[config.mk]
export PLATFORM = sky130hd
export DESIGN_NAME = uart_cmd_top
export DESIGN_NICKNAME = d
export VERILOG_FILES = /design/src/logic/uart_cmd_pkg.sv /design/src/logic/rx_chan_if.sv /design/src/logic/uart_tx_frame.sv /design/src/logic/uart_rx_frame.sv /design/src/logic/cmd_sequencer.sv /design/src/logic/uart_cmd_top.sv
export SDC_FILE = /design/constraint.sdc
export NUM_CORES = 1
export LEC_CHECK = 0
export ABC_AREA = 1
export BUFFER_PORTS_ARGS = -buffer_cell sky130_fd_sc_hd__buf_2
export CAP_MARGIN = 0
export CORE_ASPECT_RATIO = 2
export CORE_MARGIN = 1.5
export CORE_UTILIZATION = 30
export DETAILED_ROUTE_END_ITERATION = 8
export PLACE_DENSITY = 0.55
export SYNTH_ARGS = -nofsm -noshare
export SYNTH_HDL_FRONTEND = slang
export SYNTH_SLANG_ARGS = --single-unit
[constraint.sdc]
create_clock -name clk -period 2.79 [get_ports clk]
set_input_delay 0.279 -clock clk [delete_from_list [all_inputs] [get_ports clk]]
set_output_delay 0.279 -clock clk [all_outputs]
set_load 0.02 [all_outputs]
[src/logic/uart_cmd_pkg.sv]
package uart_cmd_pkg;

  localparam int BIT_CYCLES = 434;              // 50 MHz clock at 115200 baud.
  localparam int HALF_BIT   = 217;              // Receiver sample point.
  localparam int GAP_CYCLES = 100;              // Idle gap between frames.
  localparam int BAUD_W     = $clog2(BIT_CYCLES);
  localparam int GAP_W      = $clog2(GAP_CYCLES);

  // Frame bit positions, counted from the start bit.
  localparam logic [3:0] PAR_IDX  = 4'd9;
  localparam logic [3:0] STOP_IDX = 4'd10;

  localparam logic [1:0] RX_IDLE  = 2'd0;
  localparam logic [1:0] RX_FRAME = 2'd1;
  localparam logic [1:0] RX_ACK   = 2'd2;

  localparam logic [2:0] SEQ_IDLE   = 3'd0;
  localparam logic [2:0] SEQ_TX     = 3'd1;
  localparam logic [2:0] SEQ_TX_REL = 3'd2;
  localparam logic [2:0] SEQ_GAP    = 3'd3;
  localparam logic [2:0] SEQ_RX     = 3'd4;
  localparam logic [2:0] SEQ_RX_REL = 3'd5;
  localparam logic [2:0] SEQ_DONE   = 3'd6;

  typedef struct packed {
    logic       rw;                             // 1 is write.
    logic [6:0] addr;
    logic [7:0] data;
  } cmd_fields_t;

  typedef struct packed {
    logic [7:0] hi;                             // First byte on the line.
    logic [7:0] lo;
  } cmd_bytes_t;

  typedef union packed {
    cmd_fields_t fields;
    cmd_bytes_t  bytes;
  } cmd_word_t;

  typedef struct packed {
    logic parity;
    logic framing;                              // Stop bit sampled low.
  } rx_err_t;

endpackage

[src/logic/rx_chan_if.sv]
`timescale 1ns/1ps

interface rx_chan_if
  import uart_cmd_pkg::*;
();

  logic       req;                              // Arms the receiver.
  logic       ack;
  logic [7:0] data;
  rx_err_t    err;

  modport seq (
    output req,
    input  ack,
    input  data,
    input  err
  );

  modport rx (
    input  req,
    output ack,
    output data,
    output err
  );

endinterface

[src/logic/uart_tx_frame.sv]
`timescale 1ns/1ps

module uart_tx_frame
  import uart_cmd_pkg::*;
(
  input  logic       clk,
  input  logic       rst_n,
  input  logic       tx_req,
  input  logic [7:0] tx_byte,
  output logic       tx_ack,
  output logic       tx
);

  logic              busy;
  logic [BAUD_W-1:0] baud_cnt;
  logic [3:0]        bit_cnt;
  logic [9:0]        frame_q;
  logic              bit_end;
  logic              start;

  assign bit_end = (baud_cnt == BAUD_W'(BIT_CYCLES - 1));
  assign start   = !busy && !tx_ack && tx_req;

  always_ff @(posedge clk or negedge rst_n)
  begin
    if (!rst_n)
    begin
      busy     <= 1'b0;
      tx_ack   <= 1'b0;
      tx       <= 1'b1;
      baud_cnt <= '0;
      bit_cnt  <= '0;
    end
    else if (busy)
    begin
      if (bit_end)
      begin
        baud_cnt <= '0;
        if (bit_cnt == STOP_IDX)
        begin
          busy   <= 1'b0;
          tx_ack <= 1'b1;                       // End of the stop bit.
        end
        else
        begin
          bit_cnt <= bit_cnt + 4'd1;
          tx      <= frame_q[0];
        end
      end
      else
      begin
        baud_cnt <= baud_cnt + 1'b1;
      end
    end
    else if (tx_ack)
    begin
      if (!tx_req)
        tx_ack <= 1'b0;
    end
    else if (start)
    begin
      busy     <= 1'b1;
      tx       <= 1'b0;                         // Start bit.
      baud_cnt <= '0;
      bit_cnt  <= '0;
    end
  end

  // Data LSB first, then odd parity, then the stop bit.
  always_ff @(posedge clk)
  begin
    if (start)
      frame_q <= {1'b1, ~^tx_byte, tx_byte};
    else if (busy && bit_end)
      frame_q <= {1'b1, frame_q[9:1]};
  end

  a_idle_high: assert property (
    @(posedge clk) disable iff (!rst_n)
    !busy |-> tx
  );

endmodule

[src/logic/uart_rx_frame.sv]
`timescale 1ns/1ps

module uart_rx_frame
  import uart_cmd_pkg::*;
(
  input  logic  clk,
  input  logic  rst_n,
  input  logic  rx,
  rx_chan_if.rx chan
);

  logic              rx_s1;
  logic              rx_s2;
  logic              rx_s3;
  logic              fall;
  logic [1:0]        state;
  logic [BAUD_W-1:0] baud_cnt;
  logic [3:0]        bit_cnt;
  logic [7:0]        shift_q;
  logic              par_q;
  logic              mid_bit;
  logic              bit_end;

  assign fall    = rx_s3 && !rx_s2;
  assign mid_bit = (baud_cnt == BAUD_W'(HALF_BIT));
  assign bit_end = (baud_cnt == BAUD_W'(BIT_CYCLES - 1));

  always_ff @(posedge clk or negedge rst_n)
  begin
    if (!rst_n)
    begin
      rx_s1 <= 1'b1;
      rx_s2 <= 1'b1;
      rx_s3 <= 1'b1;
    end
    else
    begin
      rx_s1 <= rx;
      rx_s2 <= rx_s1;
      rx_s3 <= rx_s2;                           // Edge detect delay.
    end
  end

  always_ff @(posedge clk or negedge rst_n)
  begin
    if (!rst_n)
    begin
      state    <= RX_IDLE;
      baud_cnt <= '0;
      bit_cnt  <= '0;
      chan.ack <= 1'b0;
    end
    else
    begin
      case (state)
        RX_IDLE:
        begin
          if (chan.req && fall)
          begin
            state    <= RX_FRAME;
            baud_cnt <= '0;
            bit_cnt  <= '0;
          end
        end
        RX_FRAME:
        begin
          if (bit_end)
          begin
            baud_cnt <= '0;
            bit_cnt  <= bit_cnt + 4'd1;
          end
          else
          begin
            baud_cnt <= baud_cnt + 1'b1;
          end
          if (mid_bit)
          begin
            if (bit_cnt == 4'd0 && rx_s2)
              state <= RX_IDLE;                 // Glitch, not a start bit.
            else if (bit_cnt == STOP_IDX)
            begin
              chan.ack <= 1'b1;
              state    <= RX_ACK;
            end
          end
        end
        RX_ACK:
        begin
          if (!chan.req)
          begin
            chan.ack <= 1'b0;
            state    <= RX_IDLE;
          end
        end
        default:
          state <= RX_IDLE;
      endcase
    end
  end

  always_ff @(posedge clk)
  begin
    if (state == RX_FRAME && mid_bit)
    begin
      if (bit_cnt != 4'd0 && bit_cnt < PAR_IDX)
        shift_q <= {rx_s2, shift_q[7:1]};       // LSB arrives first.
      else if (bit_cnt == PAR_IDX)
        par_q <= rx_s2;
      else if (bit_cnt == STOP_IDX)
      begin
        chan.data        <= shift_q;
        chan.err.parity  <= ~^{shift_q, par_q};
        chan.err.framing <= ~rx_s2;
      end
    end
  end

  // The sequencer keeps req up until the frame is handed over.
  a_ack_armed: assert property (
    @(posedge clk) disable iff (!rst_n)
    $rose(chan.ack) |-> chan.req
  );

endmodule

[src/logic/cmd_sequencer.sv]
`timescale 1ns/1ps

module cmd_sequencer
  import uart_cmd_pkg::*;
(
  input  logic       clk,
  input  logic       rst_n,
  input  logic       cmd_req,
  input  cmd_word_t  cmd,
  output logic       cmd_ack,
  output logic [7:0] rd_data,
  output rx_err_t    rd_err,
  output logic       tx_req,
  output logic [7:0] tx_byte,
  input  logic       tx_ack,
  rx_chan_if.seq     rx
);

  logic [2:0]       state;
  cmd_word_t        cmd_q;
  logic             lo_phase;
  logic [GAP_W-1:0] gap_cnt;
  logic             gap_end;

  assign gap_end = (gap_cnt == GAP_W'(GAP_CYCLES - 1));

  always_ff @(posedge clk or negedge rst_n)
  begin
    if (!rst_n)
    begin
      state    <= SEQ_IDLE;
      cmd_ack  <= 1'b0;
      tx_req   <= 1'b0;
      rx.req   <= 1'b0;
      lo_phase <= 1'b0;
      gap_cnt  <= '0;
      rd_data  <= '0;
      rd_err   <= '0;
    end
    else
    begin
      case (state)
        SEQ_IDLE:
        begin
          if (cmd_req)
          begin
            tx_req   <= 1'b1;                   // High byte goes first.
            lo_phase <= 1'b0;
            state    <= SEQ_TX;
          end
        end
        SEQ_TX:
        begin
          if (tx_ack)
          begin
            tx_req <= 1'b0;
            state  <= SEQ_TX_REL;
          end
        end
        SEQ_TX_REL:
        begin
          if (!tx_ack)
          begin
            if (lo_phase)
            begin
              cmd_ack <= 1'b1;                  // Write complete.
              state   <= SEQ_DONE;
            end
            else
            begin
              gap_cnt <= '0;
              state   <= SEQ_GAP;
            end
          end
        end
        SEQ_GAP:
        begin
          if (!gap_end)
            gap_cnt <= gap_cnt + 1'b1;
          else if (cmd_q.fields.rw)
          begin
            lo_phase <= 1'b1;
            tx_req   <= 1'b1;
            state    <= SEQ_TX;
          end
          else
          begin
            rx.req <= 1'b1;                     // Arm for the response.
            state  <= SEQ_RX;
          end
        end
        SEQ_RX:
        begin
          if (rx.ack)
          begin
            rd_data <= rx.data;
            rd_err  <= rx.err;
            rx.req  <= 1'b0;
            state   <= SEQ_RX_REL;
          end
        end
        SEQ_RX_REL:
        begin
          if (!rx.ack)
          begin
            cmd_ack <= 1'b1;
            state   <= SEQ_DONE;
          end
        end
        SEQ_DONE:
        begin
          if (!cmd_req)
          begin
            cmd_ack <= 1'b0;
            state   <= SEQ_IDLE;
          end
        end
        default:
          state <= SEQ_IDLE;
      endcase
    end
  end

  always_ff @(posedge clk)
  begin
    if (state == SEQ_IDLE && cmd_req)
    begin
      cmd_q   <= cmd;
      tx_byte <= cmd.bytes.hi;                  // Flag and address.
    end
    else if (state == SEQ_GAP && gap_end && cmd_q.fields.rw)
      tx_byte <= cmd_q.bytes.lo;
  end

  a_ack_needs_req: assert property (
    @(posedge clk) disable iff (!rst_n)
    $rose(cmd_ack) |-> cmd_req
  );

  // Line turnaround. Never send and listen at once.
  a_tx_rx_excl: assert property (
    @(posedge clk) disable iff (!rst_n)
    !(tx_req && rx.req)
  );

endmodule

[src/logic/uart_cmd_top.sv]
`timescale 1ns/1ps

module uart_cmd_top
  import uart_cmd_pkg::*;
(
  input  logic       clk,
  input  logic       rst_n,
  input  logic       cmd_req,
  input  cmd_word_t  cmd,
  output logic       cmd_ack,
  output logic [7:0] rd_data,
  output rx_err_t    rd_err,
  input  logic       rx,
  output logic       tx
);

  logic       tx_req;
  logic       tx_ack;
  logic [7:0] tx_byte;

  rx_chan_if rx_chan ();

  cmd_sequencer cmd_sequencer_i (
    .clk     (clk),
    .rst_n   (rst_n),
    .cmd_req (cmd_req),
    .cmd     (cmd),
    .cmd_ack (cmd_ack),
    .rd_data (rd_data),
    .rd_err  (rd_err),
    .tx_req  (tx_req),
    .tx_byte (tx_byte),
    .tx_ack  (tx_ack),
    .rx      (rx_chan.seq)
  );

  uart_tx_frame uart_tx_frame_i (
    .clk     (clk),
    .rst_n   (rst_n),
    .tx_req  (tx_req),
    .tx_byte (tx_byte),
    .tx_ack  (tx_ack),
    .tx      (tx)
  );

  uart_rx_frame uart_rx_frame_i (
    .clk   (clk),
    .rst_n (rst_n),
    .rx    (rx),
    .chan  (rx_chan.rx)
  );

endmodule

==> results of run 1 <==
## cells by family after synthesis
| kind of cell | share of synthesized area, % |
|---|---|
| AO/OA/AOI/OAI | 5.01 |
| XOR/XNOR | 3.29 |
| adder cells (fa/ha/maj) | 2.96 |
| buffers and inverters | 5.16 |
| flip-flops | 55.9 |
| AND/OR/NAND/NOR | 27.6 |
## metal layers
| layer | track usage [%] | share of wire (%) | wire [um] |
|---|---|---|---|
| met3 | 2.28 | 3.1 | 291 |
| met4 | 4.08 | 1.3 | 127 |
| met1 | 14.8 | 47 | 4520 |
| met2 | 18.9 | 48 | 4590 |
| met5 | 0 | 0 | 0 |
## worst max-delay path: stages, from the launching register on
cell and delay (ps):
dfrtp_1 380, inv_1 90, nand2_1 160, inv_1 330, nand3_1 180, nor2b_1 550
## Yosys cell counts (all sizes together)
cell	instances
nand2	195
o31ai	1
xor2	8
a22o	1
clkinv	2
o21ai	27
nand4	21
nor2b	1
buf	8
nand2b	1
o22ai	6
nand3	41
edfxtp	45
o21bai	1
and3	1
or2	6
o211ai	2
nor3	11
a31o	1
inv	53
a21oi	3
nor2	34
dfrtp	55
xnor2	11
ha	12
dfstp	4
nand3b	3
## worst min-delay path by stage
stage | endpoint | from | slack [ps]
6_report | uart_rx_frame_i.rx_s1 | rx | 30
4_1_cts | uart_rx_frame_i.rx_s1 | rx | 20
2_1_floorplan | cmd_sequencer_i.cmd_ack | rst_n | -20
5_1_grt | uart_rx_frame_i.rx_s1 | rx | 10
3_5_place_dp | uart_rx_frame_i.rx_s2 | uart_rx_frame_i.rx_s1 | 350
3_3_place_gp | uart_rx_frame_i.rx_s2 | uart_rx_frame_i.rx_s1 | 350
## state kept, by name (all words and copies together), names as in the netlist, 2 cells and up
register / flops
cmd_sequencer_i.state: 3
cmd_sequencer_i.rd_data: 8
cmd_sequencer_i.rd_err: 2
uart_rx_frame_i.chan.err: 2
uart_rx_frame_i.shift_q: 8
uart_tx_frame_i.bit_cnt: 4
uart_tx_frame_i.frame_q: 9
uart_rx_frame_i.bit_cnt: 4
cmd_sequencer_i.tx_byte: 8
uart_tx_frame_i.baud_cnt: 9
cmd_sequencer_i.cmd_q: 9
cmd_sequencer_i.gap_cnt: 7
uart_rx_frame_i.baud_cnt: 9
uart_rx_frame_i.state: 2
uart_rx_frame_i.chan.data: 8
## where the power goes
part	switching [mW]	internal [mW]	leakage (nW)	total, mW
clock network	0.611	0.688	0.154	1.30
logic	0.461	0.266	1.28	0.727
registers	0.158	1.77	1.19	1.93
## what timing repair did
action / in CTS / in global routing
gates resized for setup: 0 / 0
endpoints found under the hold margin: 7 / 0
setup buffers: 0 / 0
hold buffers: 1 / 0
## area by class of cell
class                      count  area [um^2]  share of cell area (%)
sequential                   104         2830                    48.9
multi-input combinational    387         1970                    34.0
tap                          207          259                    4.47
clock buffer                  10          250                    4.32
timing repair buffer          38          210                    3.63
inverter                      55          206                    3.56
clock inverter                 6         62.6                    1.08
==> results.sh, run 1 <==
export IMPL_worstSetupStartpoint="uart_rx_frame_i.state[1]"
export IMPL_num_io_pins=32
export IMPL_final_area_um2=5790
export IMPL_setup_violations=0
export IMPL_yosys_area_top_type_share_pct=27.2
export IMPL_antenna_left=0
export IMPL_reg2reg_depth=5
export IMPL_final_cell_mix="nand2_1, dfrtp_1, inv_1"
export IMPL_drcViolationCount=0
export IMPL_ir_worst_vdd_v=0.000367
export IMPL_timing_fmax_mhz=489
export IMPL_cp_endpoint="uart_rx_frame_i.shift_q[1]"
export IMPL_grt_pass1_wl_um=16400
export IMPL_via_per_inst=4.58
export IMPL_grt_use_total_pct=11.5
export IMPL_ys_seq_area_share_pct=55.9
export IMPL_dieArea_um2=17700
export IMPL_worstPathArrival_ps=2030
export IMPL_clockRootBuffer="clkbuf_16"
export IMPL_grt_overflow_total=0
export IMPL_utilization_pct=34.9
export IMPL_yosysUniqueCellTypes=39
export IMPL_ys_warn_count=0
export IMPL_yosys_top_cells_area="dfrtp_1, edfxtp_1, nand2_1"
export IMPL_port_buffers=31
export IMPL_power_density_nw_per_um2=683
export IMPL_yosysTopAreaCell="dfrtp_1"
export IMPL_worstSetupPathType="reg -> reg"
export IMPL_gp_congestion=0.843
export IMPL_reg2reg_to="uart_rx_frame_i.shift_q[1]"
export IMPL_clk_pin_slew_ps=70
export IMPL_area_growth_syn_to_layout_pct=14.4
export IMPL_hold_path_class="in -> reg"
export IMPL_drt_iter0_drc=180
export IMPL_fp_row_count=67
export IMPL_ys_ff_latch=104
export IMPL_relSlewSlack_pct=53.3
export IMPL_hpwl_um=6780
export IMPL_syn_cell_area_um2=5060
export IMPL_clk_path_buf_depth=2
export IMPL_crit_required_ps=2770
export IMPL_die_w_um=94.9
export IMPL_drt_total_wl_um=9530
export IMPL_hold_viol=0
export IMPL_dp_slack_ps=747
export IMPL_drive_above_1_share_pct=13.8
export IMPL_layout_commonest_cell="nand2_1"
export IMPL_drt_pass1_iter_count=5
export IMPL_finClkSkew_ps=9.44
export IMPL_post_drt_wl_per_cell_um=11.8
export IMPL_place_inst=790
export IMPL_dpl_cell_area_um2=5470
export IMPL_start_util_pct=30.5
export IMPL_dieHeight_um=187
export IMPL_syn_inst=554
export IMPL_hold_path_cell_count=1
export IMPL_reg2reg_slack_ps=750
export IMPL_slew_violations=0
export IMPL_crit_fanout=12
export IMPL_finalPower_mw=3.96
export IMPL_critPathLaunchType="flop"
export IMPL_min_period_ps=2040
export IMPL_fillers=1712
export IMPL_hold_slack_ps=32.9
export IMPL_p_leak_nw=2.62
export IMPL_syn_avg_cell_area_um2=9.14
export IMPL_cts_sinks=104
export IMPL_htree_num_levels=3
export IMPL_grt_pass1_vias=3546
export IMPL_diodes=0
export IMPL_cts_tree="done"
export IMPL_rsz0062_at_grt="no"
export IMPL_worstMarginPinSlew_ps=700
export IMPL_vias=3700
export IMPL_cts_buffers=9
export IMPL_post_route_period_util_pct=73.3
export IMPL_worstSkewPairLatency_ps=340
export IMPL_fin_tns_setup_ps=0
export IMPL_fin_ws_ps=745
export IMPL_r2r_start="uart_rx_frame_i.state[1]"
export IMPL_cap_violations=0
export IMPL_nets=627
export IMPL_synth_nets=586
export IMPL_status="completed"
export IMPL_fp_coreArea_um2=16600
export IMPL_critPathCaptureType="flop"
export IMPL_layoutNonFillerInstCount=807
export IMPL_grt_max_degree=29
export IMPL_grt_antenna_before_repair=0
(Power assumes the default switching activity.)
==> run 2: changes to the inputs <==
==> constraint.sdc (replaced) <==
create_clock -name clk -period 2 [get_ports clk]
set_input_delay 0.2 -clock clk [delete_from_list [all_inputs] [get_ports clk]]
set_output_delay 0.2 -clock clk [all_outputs]
set_load 0.02 [all_outputs]
==> results.sh, run 2 (synthesis results as in run 1) <==
export IMPL_crit_fanout=10
export IMPL_critPathCaptureType="flop"
export IMPL_clk_pin_slew_ps=80
export IMPL_min_period_ps=1820
export IMPL_area_growth_syn_to_layout_pct=15.7
export IMPL_status="completed"
export IMPL_dpl_cell_area_um2=5520
export IMPL_p_leak_nw=2.65
export IMPL_place_inst=795
export IMPL_drt_pass1_iter_count=4
export IMPL_clk_path_buf_depth=2
export IMPL_grt_overflow_total=0
export IMPL_htree_num_levels=3
export IMPL_r2r_start="uart_rx_frame_i.bit_cnt[0]"
export IMPL_internal_power_mw=3.77
export IMPL_crit_path_max_incr_delay_ps=430
export IMPL_vias=3706
export IMPL_fp_row_count=67
export IMPL_rsz0062_at_grt="no"
export IMPL_relSlewSlack_pct=69.0
export IMPL_worstSetupPathType="reg -> reg"
export IMPL_hpwl_um=6700
export IMPL_power_density_nw_per_um2=945
export IMPL_grt_pass1_vias=3576
export IMPL_cts_hold_buf=2
export IMPL_die_w_um=94.9
export IMPL_fillers=1703
export IMPL_post_route_period_util_pct=90.9
export IMPL_hold_path_class="in -> reg"
export IMPL_cts_tree="done"
export IMPL_p_seq_share_pct=48.6
export IMPL_finClkSkew_ps=9.11
export IMPL_port_buffers=31
export IMPL_crit_required_ps=2060
export IMPL_clockPowerShare_pct=32.8
export IMPL_num_io_pins=32
export IMPL_crit_chain="inv_1 > ha_1 > nand3_1 > or2_2 > nor3_2 > buf_4"
export IMPL_diodes=0
export IMPL_ir_worst_vdd_v=0.000593
export IMPL_worstPathArrival_ps=1880
export IMPL_hold_slack_ps=19.0
export IMPL_drive_above_1_share_pct=14.7
export IMPL_gp_congestion=0.826
export IMPL_timing_fmax_mhz=550
export IMPL_layout_commonest_cell="nand2_1"
export IMPL_finalPower_mw=5.53
export IMPL_hold_path_startpoint="cmd[5]"
export IMPL_cap_violations=0
export IMPL_dp_slack_ps=179
export IMPL_cts_sinks=104
export IMPL_nets=633
export IMPL_fin_ws_ps=182
export IMPL_start_util_pct=30.5
export IMPL_drt_total_wl_um=9360
export IMPL_critPathSlowestCell="dfrtp_1"
export IMPL_via_per_inst=4.56
export IMPL_worstSetupStartpoint="uart_rx_frame_i.bit_cnt[0]"
export IMPL_hold_viol=0
export IMPL_drt_iter0_drc=133
export IMPL_clockRootBuffer="clkbuf_16"
export IMPL_layoutNonFillerInstCount=813
export IMPL_final_cell_mix="nand2_1, dfrtp_1, inv_1"
export IMPL_antenna_left=0
export IMPL_swShare_pct=31.9
export IMPL_post_cts_setup_buffers=0
export IMPL_fin_tns_setup_ps=0
export IMPL_drcViolationCount=0
export IMPL_post_drt_wl_per_cell_um=11.5
export IMPL_power_switching_mw=1.77
export IMPL_reg2reg_slack_ps=180
export IMPL_setup_violations=0
export IMPL_fp_coreArea_um2=16600
export IMPL_dieArea_um2=17700
export IMPL_critPathLaunchType="flop"
export IMPL_grt_use_total_pct=11.4
export IMPL_final_area_um2=5860
export IMPL_cts_resized=0
export IMPL_grt_antenna_before_repair=0
export IMPL_worstMarginPinSlew_ps=465
export IMPL_cts_buffers=9
export IMPL_utilization_pct=35.3
export IMPL_grt_pass1_wl_um=16200
export IMPL_grt_max_degree=43
export IMPL_combinationalPowerShare_pct=18.6
export IMPL_slew_violations=0
export IMPL_worstSkewPairLatency_ps=350
export IMPL_dieHeight_um=187
-- run 2: cell types whose count changed in the layout (fill, tap and decap cells not counted), sizes merged --
cell / before / now
buf: 37 / 42
clkinv: 3 / 4
clkbuf: 10 / 9
dlygate4sd3: 1 / 2
-- run 2: metal layers --
layer	global-route usage (%)	vias up	wire length, um
met3	1.96	14	268
met5	0	-	0
met2	18.5	51	4450
met4	4.94	0	188
met1	14.7	1717	4450
li1	-	1924	-
-- run 2: power by group through the flow --
stage,registers (mW),clock network (mW),logic (mW)
4_1_cts,2.69,1.88,1.05
3_3_place_gp,2.73,0,1.02
2_1_floorplan,2.66,0,0.878
6_report,2.69,1.81,1.03
5_1_grt,2.73,1.96,1.20
3_5_place_dp,2.73,0,1.04
-- run 2: path summary, 6_finish.rpt --
| check | endpoint | depth (start not counted) |
|---|---|---|
| max reg2reg | uart_rx_frame_i.chan.data[7] | 6 |
| min | cmd_sequencer_i.cmd_q[5] | 1 |
| min in group asynchronous | cmd_sequencer_i.rd_data[3] | 2 |
| max in group asynchronous | uart_tx_frame_i.tx | 3 |
| max | uart_rx_frame_i.chan.data[7] | 6 |
| min reg2reg | uart_rx_frame_i.rx_s2 | 0 |
-- run 2: critical path, delay by kind of cell (launching register included) --
family / cells / cell delay, ps
fa+ha+maj: 1 / 170
buf+inv: 2 / 350
simple gates: 3 / 580
flops: 1 / 430
-- run 2: cell type report --
type | instances | area (um^2) | area share (%)
Timing Repair Buffer | 44 | 270 | 4.61
Clock inverter | 7 | 88.8 | 1.52
Inverter | 55 | 206 | 3.52
Clock buffer | 9 | 225 | 3.84
Multi-Input combinational cell | 387 | 1980 | 33.7
Sequential cell | 104 | 2830 | 48.4
Tap cell | 207 | 259 | 4.42
